===== src/source/lc3b_types.sv =====
`default_nettype none

package lc3b_types;

    localparam int word_width   = 16;
    localparam int opcode_width = 4;
    localparam int nzp_width    = 3;

    typedef logic [word_width-1:0] lc3b_word;
    typedef logic [nzp_width-1:0]  lc3b_nzp;

    // encodings as they appear in instr[15:12]
    typedef enum logic [opcode_width-1:0] {
        op_br   = 4'b0000,
        op_add  = 4'b0001,
        op_ldb  = 4'b0010,
        op_stb  = 4'b0011,
        op_jsr  = 4'b0100,
        op_and  = 4'b0101,
        op_ldr  = 4'b0110,
        op_str  = 4'b0111,
        op_rti  = 4'b1000,
        op_not  = 4'b1001,
        op_ldi  = 4'b1010,
        op_sti  = 4'b1011,
        op_jmp  = 4'b1100,
        op_shf  = 4'b1101,
        op_lea  = 4'b1110,
        op_trap = 4'b1111
    } lc3b_opcode;

    typedef struct packed {
        lc3b_opcode opcode;
        lc3b_nzp    nzp;
        logic       mem_read;
        logic       mem_write;
        logic       valid;
    } stage_rec_t;

    // reads as br with nzp 000, so a bubble never redirects
    localparam stage_rec_t bubble_rec = '0;

    typedef enum logic {
        seq_first,   // port serves the instruction in MEM
        seq_second   // port serves the indirect access in MEM_inter
    } mem_seq_t;

endpackage

`default_nettype wire


===== src/source/lc3b_decode.sv =====
`timescale 1ns/100ps
`default_nettype none

module lc3b_decode (
    input  lc3b_types::lc3b_word   instr,
    output lc3b_types::stage_rec_t rec
);
    import lc3b_types::*;

    lc3b_opcode opcode;

    assign opcode = lc3b_opcode'(instr[15:12]);

    always_comb begin
        rec = bubble_rec;
        rec.opcode = opcode;
        rec.nzp = instr[11:9];   // only meaningful for br
        rec.valid = 1'b1;

        case (opcode)
            op_ldb, op_ldi, op_ldr: begin
                rec.mem_read = 1'b1;
            end
            op_stb, op_sti, op_str: begin
                rec.mem_write = 1'b1;
            end
            default: ;
        endcase
    end

endmodule

`default_nettype wire


===== src/source/stage_regs.sv =====
`timescale 1ns/100ps
`default_nettype none

module stage_regs (
    input  logic                   clk,
    input  logic                   reset,
    input  logic                   load,
    input  logic                   load_pc,
    input  logic                   control_instruc_ident,
    input  lc3b_types::stage_rec_t id_in,
    output lc3b_types::stage_rec_t id,
    output lc3b_types::stage_rec_t ex,
    output lc3b_types::stage_rec_t mem,
    output lc3b_types::stage_rec_t mem_inter,
    output lc3b_types::stage_rec_t wb
);
    import lc3b_types::*;

    stage_rec_t id_next;

    // the fetched word only counts when the pc moves past it,
    // otherwise it is fetched again later
    always_comb begin
        if (load_pc && !control_instruc_ident) begin
            id_next = id_in;
        end else begin
            id_next = bubble_rec;
        end
    end

    always_ff @(posedge clk) begin
        if (reset) begin
            id        <= bubble_rec;
            ex        <= bubble_rec;
            mem       <= bubble_rec;
            mem_inter <= bubble_rec;
            wb        <= bubble_rec;
        end else if (load) begin
            id        <= id_next;
            ex        <= id;
            mem       <= ex;
            mem_inter <= mem;   // every instruction spends a cycle here
            wb        <= mem_inter;
        end
    end

endmodule

`default_nettype wire


===== src/source/mem_access_ctrl.sv =====
`timescale 1ns/100ps
`default_nettype none

module mem_access_ctrl (
    input  logic                   clk,
    input  logic                   reset,
    input  logic                   d_mem_resp,
    input  lc3b_types::stage_rec_t mem,
    input  lc3b_types::stage_rec_t mem_inter,
    output logic                   d_mem_read,
    output logic                   d_mem_write,
    output logic                   mem_inter_read,
    output logic                   mem_inter_write
);
    import lc3b_types::*;

    mem_seq_t seq;
    mem_seq_t seq_next;
    logic     mem_read_req;
    logic     mem_write_req;
    logic     indirect_in_mem;

    assign indirect_in_mem = mem.valid && (mem.opcode == op_ldi || mem.opcode == op_sti);

    // MEM slot waits while an indirect access owns the port
    assign mem_read_req    = (seq == seq_first) && mem.valid && mem.mem_read;
    assign mem_write_req   = (seq == seq_first) && mem.valid && mem.mem_write;
    assign mem_inter_read  = (seq == seq_second) && mem_inter.mem_read;
    assign mem_inter_write = (seq == seq_second) && mem_inter.mem_write;

    assign d_mem_read  = mem_read_req | mem_inter_read;
    assign d_mem_write = mem_write_req | mem_inter_write;

    always_comb begin
        seq_next = seq;
        case (seq)
            seq_first: begin
                if (d_mem_resp && indirect_in_mem)
                    seq_next = seq_second;   // pointer fetched, ldi/sti moves on
            end
            seq_second: begin
                if (d_mem_resp)
                    seq_next = seq_first;
            end
            default: seq_next = seq_first;
        endcase
    end

    always_ff @(posedge clk) begin
        if (reset) begin
            seq <= seq_first;
        end else begin
            seq <= seq_next;
        end
    end

endmodule

`default_nettype wire


===== src/source/hazard_detection.sv =====
`timescale 1ns/100ps
`default_nettype none

module hazard_detection (
    input  logic                   br_enable,
    input  logic                   i_mem_resp,
    input  logic                   d_mem_resp,
    input  logic                   d_mem_read,
    input  logic                   d_mem_write,
    input  logic                   mem_inter_read,
    input  logic                   mem_inter_write,
    input  lc3b_types::lc3b_opcode op_id,
    input  lc3b_types::lc3b_opcode op_ex,
    input  lc3b_types::lc3b_opcode op_mem,
    input  lc3b_types::lc3b_opcode op_mem_inter,
    input  lc3b_types::lc3b_opcode op_wb,
    input  lc3b_types::lc3b_nzp    nzp_id,
    input  lc3b_types::lc3b_nzp    nzp_ex,
    input  lc3b_types::lc3b_nzp    nzp_mem,
    input  lc3b_types::lc3b_nzp    nzp_wb,
    output logic                   load,
    output logic                   load_pc,
    output logic                   load_pcbak,
    output logic                   control_instruc_ident,
    output logic                   control_instruc_ident_wb
);
    import lc3b_types::*;

    logic mem_op;
    logic inter_done;
    logic mem_slot_busy;

    // br with nzp 000 never branches, so it does not hold fetch
    function automatic logic is_control(lc3b_opcode op, lc3b_nzp nzp);
        logic ctrl;
        case (op)
            op_br:                   ctrl = (nzp != 3'b000);
            op_jmp, op_jsr, op_trap: ctrl = 1'b1;
            default:                 ctrl = 1'b0;
        endcase
        return ctrl;
    endfunction

    function automatic logic is_mem_opcode(lc3b_opcode op);
        logic hit;
        case (op)
            op_ldb, op_ldi, op_ldr,
            op_stb, op_sti, op_str: hit = 1'b1;
            default:                hit = 1'b0;
        endcase
        return hit;
    endfunction

    assign mem_op = d_mem_read | d_mem_write;

    assign inter_done = (op_mem_inter == op_ldi || op_mem_inter == op_sti)
                     && (mem_inter_read || mem_inter_write) && d_mem_resp;
    assign mem_slot_busy = is_mem_opcode(op_mem);

    always_comb begin
        case ({i_mem_resp, d_mem_resp, mem_op})
            3'b000: begin
                load    = 1'b1;   // no fetch yet, bubble goes in
                load_pc = 1'b0;
            end
            3'b001, 3'b101: begin
                load    = 1'b0;   // data access outstanding
                load_pc = 1'b0;
            end
            3'b010, 3'b110: begin
                load    = 1'b0;
                load_pc = 1'b0;
            end
            3'b011: begin
                load    = 1'b1;
                load_pc = 1'b0;
            end
            default: begin
                load    = 1'b1;
                load_pc = 1'b1;
            end
        endcase

        // the load or store in MEM has not had the port yet, so hold
        // everything one more round after the indirect access ends
        if (inter_done && mem_slot_busy) begin
            load    = 1'b0;
            load_pc = 1'b0;
        end

        if (control_instruc_ident)
            load_pc = 1'b0;
    end

    // catches a redirect whose pc update is lost to a stall
    always_comb begin
        load_pcbak = 1'b0;
        case (op_wb)
            op_br: begin
                if (br_enable && nzp_wb != 3'b000)
                    load_pcbak = 1'b1;
            end
            op_jmp, op_jsr, op_trap: load_pcbak = 1'b1;
            default: ;
        endcase
    end

    assign control_instruc_ident = is_control(op_id, nzp_id)
                                 | is_control(op_ex, nzp_ex)
                                 | is_control(op_mem, nzp_mem);

    assign control_instruc_ident_wb = is_control(op_wb, nzp_wb);

endmodule

`default_nettype wire


===== src/source/pc_unit.sv =====
`timescale 1ns/100ps
`default_nettype none

module pc_unit (
    input  logic                 clk,
    input  logic                 reset,
    input  logic                 load_pc,
    input  logic                 load_pcbak,
    input  logic                 control_instruc_ident_wb,
    input  lc3b_types::lc3b_word wb_target,
    output lc3b_types::lc3b_word pc
);
    import lc3b_types::*;

    lc3b_word pc_bak;
    lc3b_word pc_next;
    logic     bak_pending;

    always_comb begin
        if (bak_pending) begin
            pc_next = pc_bak;   // redirect that arrived during a stall
        end else if (control_instruc_ident_wb) begin
            pc_next = wb_target;
        end else begin
            pc_next = pc + lc3b_word'(2);
        end
    end

    always_ff @(posedge clk) begin
        if (reset) begin
            pc          <= '0;
            bak_pending <= 1'b0;
        end else if (load_pc) begin
            pc          <= pc_next;
            bak_pending <= 1'b0;
        end else if (load_pcbak) begin
            bak_pending <= 1'b1;
        end
    end

    always_ff @(posedge clk) begin
        if (load_pcbak && !load_pc)
            pc_bak <= wb_target;
    end

endmodule

`default_nettype wire


===== src/source/lc3b_pipe_ctrl.sv =====
`timescale 1ns/100ps
`default_nettype none

module lc3b_pipe_ctrl (
    input  logic                 clk,
    input  logic                 reset,
    input  logic                 i_mem_resp,
    input  logic                 d_mem_resp,
    input  logic                 br_enable,
    input  lc3b_types::lc3b_word instr,
    input  lc3b_types::lc3b_word wb_target,
    output lc3b_types::lc3b_word pc,
    output logic                 d_mem_read,
    output logic                 d_mem_write,
    output logic                 stall
);
    import lc3b_types::*;

    stage_rec_t id_in_rec;
    stage_rec_t id_rec;
    stage_rec_t ex_rec;
    stage_rec_t mem_rec;
    stage_rec_t mem_inter_rec;
    stage_rec_t wb_rec;
    logic       load;
    logic       load_pc;
    logic       load_pcbak;
    logic       control_instruc_ident;
    logic       control_instruc_ident_wb;
    logic       mem_inter_read;
    logic       mem_inter_write;

    lc3b_decode lc3b_decode_inst (
        .instr (instr),
        .rec   (id_in_rec)
    );

    stage_regs stage_regs_inst (
        .clk                   (clk),
        .reset                 (reset),
        .load                  (load),
        .load_pc               (load_pc),
        .control_instruc_ident (control_instruc_ident),
        .id_in                 (id_in_rec),
        .id                    (id_rec),
        .ex                    (ex_rec),
        .mem                   (mem_rec),
        .mem_inter             (mem_inter_rec),
        .wb                    (wb_rec)
    );

    mem_access_ctrl mem_access_ctrl_inst (
        .clk             (clk),
        .reset           (reset),
        .d_mem_resp      (d_mem_resp),
        .mem             (mem_rec),
        .mem_inter       (mem_inter_rec),
        .d_mem_read      (d_mem_read),
        .d_mem_write     (d_mem_write),
        .mem_inter_read  (mem_inter_read),
        .mem_inter_write (mem_inter_write)
    );

    hazard_detection hazard_detection_inst (
        .br_enable                (br_enable),
        .i_mem_resp               (i_mem_resp),
        .d_mem_resp               (d_mem_resp),
        .d_mem_read               (d_mem_read),
        .d_mem_write              (d_mem_write),
        .mem_inter_read           (mem_inter_read),
        .mem_inter_write          (mem_inter_write),
        .op_id                    (id_rec.opcode),
        .op_ex                    (ex_rec.opcode),
        .op_mem                   (mem_rec.opcode),
        .op_mem_inter             (mem_inter_rec.opcode),
        .op_wb                    (wb_rec.opcode),
        .nzp_id                   (id_rec.nzp),
        .nzp_ex                   (ex_rec.nzp),
        .nzp_mem                  (mem_rec.nzp),
        .nzp_wb                   (wb_rec.nzp),
        .load                     (load),
        .load_pc                  (load_pc),
        .load_pcbak               (load_pcbak),
        .control_instruc_ident    (control_instruc_ident),
        .control_instruc_ident_wb (control_instruc_ident_wb)
    );

    pc_unit pc_unit_inst (
        .clk                      (clk),
        .reset                    (reset),
        .load_pc                  (load_pc),
        .load_pcbak               (load_pcbak),
        .control_instruc_ident_wb (control_instruc_ident_wb),
        .wb_target                (wb_target),
        .pc                       (pc)
    );

    assign stall = ~load;   // whole pipe frozen this cycle

endmodule

`default_nettype wire


===== config.mk =====
export PLATFORM = sky130hd
export DESIGN_NAME = lc3b_pipe_ctrl
export DESIGN_NICKNAME = d
export VERILOG_FILES = /design/src/source/lc3b_types.sv /design/src/source/lc3b_decode.sv /design/src/source/stage_regs.sv /design/src/source/mem_access_ctrl.sv /design/src/source/hazard_detection.sv /design/src/source/pc_unit.sv /design/src/source/lc3b_pipe_ctrl.sv
export SDC_FILE = /design/constraint.sdc
export NUM_CORES = 1
export LEC_CHECK = 0
export BUFFER_PORTS_ARGS = -buffer_cell sky130_fd_sc_hd__buf_2
export CORE_AREA = 2 2 88 90
export DETAILED_ROUTE_END_ITERATION = 8
export DIE_AREA = 0 0 90 92
export GPL_TIMING_DRIVEN = 1
export PLACE_DENSITY = 0.84
export SETUP_SLACK_MARGIN = 0.02
export SYNTH_ARGS = -nofsm -noshare
export SYNTH_HDL_FRONTEND = slang
export SYNTH_HIERARCHICAL = 1
export SYNTH_SLANG_ARGS = --single-unit

===== constraint.sdc =====
create_clock -name clk -period 3.7 [get_ports clk]
set_input_delay 1.11 -clock clk [delete_from_list [all_inputs] [get_ports clk]]
set_output_delay 1.11 -clock clk [all_outputs]
set_load 0.02 [all_outputs]

; ---- After elaboration in Yosys (flattened, before gate mapping)
; Cells that the tools add are included.
[totals]
mem_count = 0
mem_bits_rw = 0
regBits = 80
in_bits = 37
latch_bits = 0
rom_bits = 0
[op_classes]
mux = 20
n_mul = 0
reduce_logical = 37
n_bitwise = 7
n_shift = 0
add_sub_neg = 1
div_mod_pow = 0
n_eq_ne = 31
order_cmp = 0
[op_table]
columns = op, count
row1 = $eq 4x4->1 const B, 14
row2 = $eq 4x3->1 const B, 8
row3 = $mux 16, 2
row4 = $reduce_or 3->1, 6
row5 = $add 16x2->16 const B, 1
row6 = $eq 4x2->1 const B, 4
row7 = $logic_not 4->1, 4
row8 = $logic_and 1x1->1, 13
row9 = $pmux 1 s2, 6
row10 = $reduce_bool 3->1, 4
row11 = $reduce_or 6->1, 2
row12 = $mux 1, 11
row13 = $mux 10, 1
row14 = $eq 3x2->1 const B, 2
row15 = $eq 3x3->1 const B, 2
row16 = $or 1x1->1, 5
row17 = $reduce_or 4->1, 1
row18 = $eq 3x1->1 const B, 1
row19 = $logic_not 3->1, 1
row20 = $logic_or 1x1->1, 3
row21 = $logic_not 1->1, 2
row22 = $not 1->1, 2
row23 = $reduce_or 2->1, 1

; ---- Depth between registers and ports, before layout
[depth]
word_depth = 12
mapped_depth = 11

; ---- By module
; Netlist, hierarchy kept.
[by_module_without_submodules]
columns = module, area_per_inst_um2, seq_area_each_um2, cells_each, n_inst
row1 = stage_regs, 1874.3, 1001.0, 174, 1
row2 = pc_unit, 1681.6, 820.8, 169, 1
row3 = hazard_detection, 182.7, 0.0, 30, 1
row4 = lc3b_decode, 88.8, 0.0, 13, 1
row5 = mem_access_ctrl, 81.3, 20.0, 9, 1
row6 = lc3b_pipe_ctrl, 3.8, 0.0, 1, 1

; ---- Worst setup path after synthesis
; No wires, ideal clock.
[synth_path]
path_kind = input -> register
startpoint = input d_mem_resp
endpoint = register pc_unit_inst.pc_bak[0] (enable)
arrival_time_ns = 2.631
setup_slack_ns = 0.678
path_stages = 5
required_ns = 3.310
cell_sequence = o2111ai_1 > o311ai_0 > nor4_1 > buf_2 > nor2b_1
[synth_between]
elab_chain_len = 7
word_cells_on_any_way = 14
cone_classes = eq/ne: 5 / mux: 3 / reduce/logical: 6
[synth_lines]
columns = element, line_no
row1 = "start, declared", lc3b_pipe_ctrl.sv:8  ; input logic d_mem_resp,
row2 = $eq 3x1->1 (tied with other cells), hazard_detection.sv:61  ; case ({i_mem_resp, d_mem_resp, mem_op})
row3 = $reduce_or 6->1 (no source line), n/a
row4 = $mux 1, hazard_detection.sv:61
row5 = $mux 1 (*), hazard_detection.sv:86  ; if (inter_done && mem_slot_busy) begin
row6 = $mux 1 (*), hazard_detection.sv:91  ; if (control_instruc_ident)
row7 = net load_pc, lc3b_pipe_ctrl.sv:26  ; logic load_pc;
row8 = $logic_not 1->1 (*), pc_unit.sv:42  ; if (load_pcbak && !load_pc)
row9 = $logic_and 1x1->1 (*), pc_unit.sv:42
row10 = "end signal, assigned", pc_unit.sv:43  ; pc_bak <= wb_target;
row11 = "end, declared", pc_unit.sv:15  ; lc3b_word pc_bak;
; The timed path passes the listed nets; every way through them passes the cells marked *.
; A chain may end at the register's enable or synchronous reset.

; ---- Final worst setup path
[layout_path]
startpoint = input d_mem_resp
endpoint = output stall
[layout_between]
elab_chain_len = 5
word_cells_on_any_way = 10
cone_classes = eq/ne: 4 / mux: 2 / bitwise: 1 / reduce/logical: 3
[layout_lines]
columns = element, line_no
row1 = $eq 3x1->1 (tied with other cells), hazard_detection.sv:61
row2 = $reduce_or 4->1 (no source line), n/a
row3 = $mux 1, hazard_detection.sv:61
row4 = $mux 1 (*), hazard_detection.sv:86
row5 = net load, lc3b_pipe_ctrl.sv:25  ; logic load;
row6 = $not 1->1 (*), lc3b_pipe_ctrl.sv:98  ; assign stall = ~load;
row7 = "end, declared", lc3b_pipe_ctrl.sv:15  ; output logic stall
; Marked as above.

==> metrics.yaml <==
ys_warn_count: 6
clock-root-buffer: "clkbuf_8"
dr.pass1.iters: 5
routed-via-count: 2945
synth_nets: 422
hold_buffers: 0
cts_sinks: 80
critPathMostFrequentCell: "buf_2"
num_rows: 32
grt_pass1_wl_mm: 13.23
antenna_left: 0
required_ns: 2.59
status: "complete, no violations"
wl_met3_um: 467
fin_crit_ns: 3.048
path_cells: "buf_2, o2111ai_1, o31a_2, inv_1, buf_2"
hold_slack_ns: 0.4767
synth_cells: 384
slew_viol_final: 0
die_x_um: 90
maxCapViolCount: 0
vias_per_cell: 5.663
die_h_um: 92
routedLengthMet1_mm: 3.313
cts_buffers: 9
dp_hpwl_mm: 5.196
worstSkewPairLatency_ns: 0.36
skew_ns: 0.01319
io_buffers: 46
post_cts_buffers: 0
path_max_fanout: 4
routedWlPerCell_um: 14.70
drc: 0
final_cell_mix: "dfxtp_1 (64), nor2_1 (50), buf_2 (46)"
min_path_type: "reg -> reg"
area_growth_pct: 9.838
final_common_cell: "dfxtp_1"
critPathCaptureType: "output port"
ir_drop_mv: 0.2806
io_pins: 56
slowest_stage: "o31a_2"
die_area_sq_mm: 0.008280
grt_usage: 0.1960
fin_nets: 451
cellPowerDensity_mw_per_mm2: 414.1
num_antenna_cells: 0
place_congestion: 0.8288
cts_tree: "built"
hold_violations: 0
avgSynthCellArea_sq_um: 9.837
setup_tns_ns: 0
setup_violations: 0
layout-drive-gt1-share: 0.1986
clock_path_buffers: 2
critPathLaunchType: "input port"
drtIter0Drc: 106
grt_pass1_vias: 2877
crit_arrival_ns: 1.94
critPathKind: "in -> out"
mappedNetlistArea_sq_mm: 0.003777
relSlewSlack: 0.4070
cts_resized: 0
route.met2.wl_mm: 3.787
maxUsedRoutingLayer: "met4"
fmax_mhz: 328.1
finalCritPeriodShare: 0.8238
core-area_sq_mm: 0.007447
pre_cts_slack_ns: 0.6662
slowest_delay_ns: 0.36
wl_mm: 7.644
leakagePower_nw: 1.634
setup_slack_ns: 0.6519
tightest_slew_ns: 0.8883
grt_max_degree: 57
htree_num_levels: 3
start_util: 0.5072
overflow: 0
rsz0062_at_grt: "no"
antenna_found_initial: 0
clk_pin_slew_worst_paths_ns: 0.08
[worst paths after layout]
check | startpoint | to | slack [ns] | cells past startpoint
setup / recovery | d_mem_resp | stall | 0.65 | 5
hold / removal | stage_regs_inst/id[0] | stage_regs_inst/id[0] | 0.48 | 2
setup reg to reg | mem_access_ctrl_inst/seq | pc_unit_inst/pc[9] | 1.11 | 10
hold reg to reg | stage_regs_inst/id[0] | stage_regs_inst/id[0] | 0.48 | 2
[where the power goes]
part / internal (W) / switching [W] / leakage, nW
logic: 0.0000648 / 0.0000919 / 0.862
registers: 0.000903 / 0.0000188 / 0.661
clock network: 0.000326 / 0.000313 / 0.111
total: 0.00129 / 0.000424 / 1.63
[layer usage]
layer  global-route usage  up-vias
met5                    0        -
met4              0.05128        0
met3              0.06574        9
met2               0.3377       83
met1               0.2358     1398
li1                     -     1455
[state kept, by name, summed over array words and instances (netlist names)]
register / count
mem_access_ctrl_inst/seq: 1
pc_unit_inst/bak_pending: 1
pc_unit_inst/pc: 16
pc_unit_inst/pc_bak: 16
stage_regs_inst/ex: 10
stage_regs_inst/id: 10
stage_regs_inst/mem: 10
stage_regs_inst/mem_inter: 9
stage_regs_inst/wb: 7
[layout make-up]
| class | instances | area (sq um) |
|---|---|---|
| fill | 657 | 3298 |
| sequential | 80 | 1762 |
| multi-input combinational | 261 | 1742 |
| timing repair buffer | 53 | 282.8 |
| clock buffer | 11 | 173.9 |
| tap | 102 | 127.6 |
| clock inverter | 5 | 31.28 |
| inverter | 8 | 30.03 |
[metrics by stage]
stage | util | cell area (sq um) | instances | power, W
after global routing | 0.5571 | 4149 | 520 | 0.001793
after floorplan | - | 3777 | 384 | 0.001060
after detailed placement | 0.5296 | 3944 | 504 | 0.001098
after CTS | 0.5571 | 4149 | 520 | 0.001737
final | 0.5571 | 4149 | 520 | 0.001718
after global placement | 0.5296 | 3944 | 504 | 0.001093
[worst max-delay path: cells and delay by family]
family / cells / cell delay [ns]
AO/OA/AOI/OAI: 2 / 0.50
buffers and inverters: 3 / 0.33
Power figures use the tool's default switching activity.
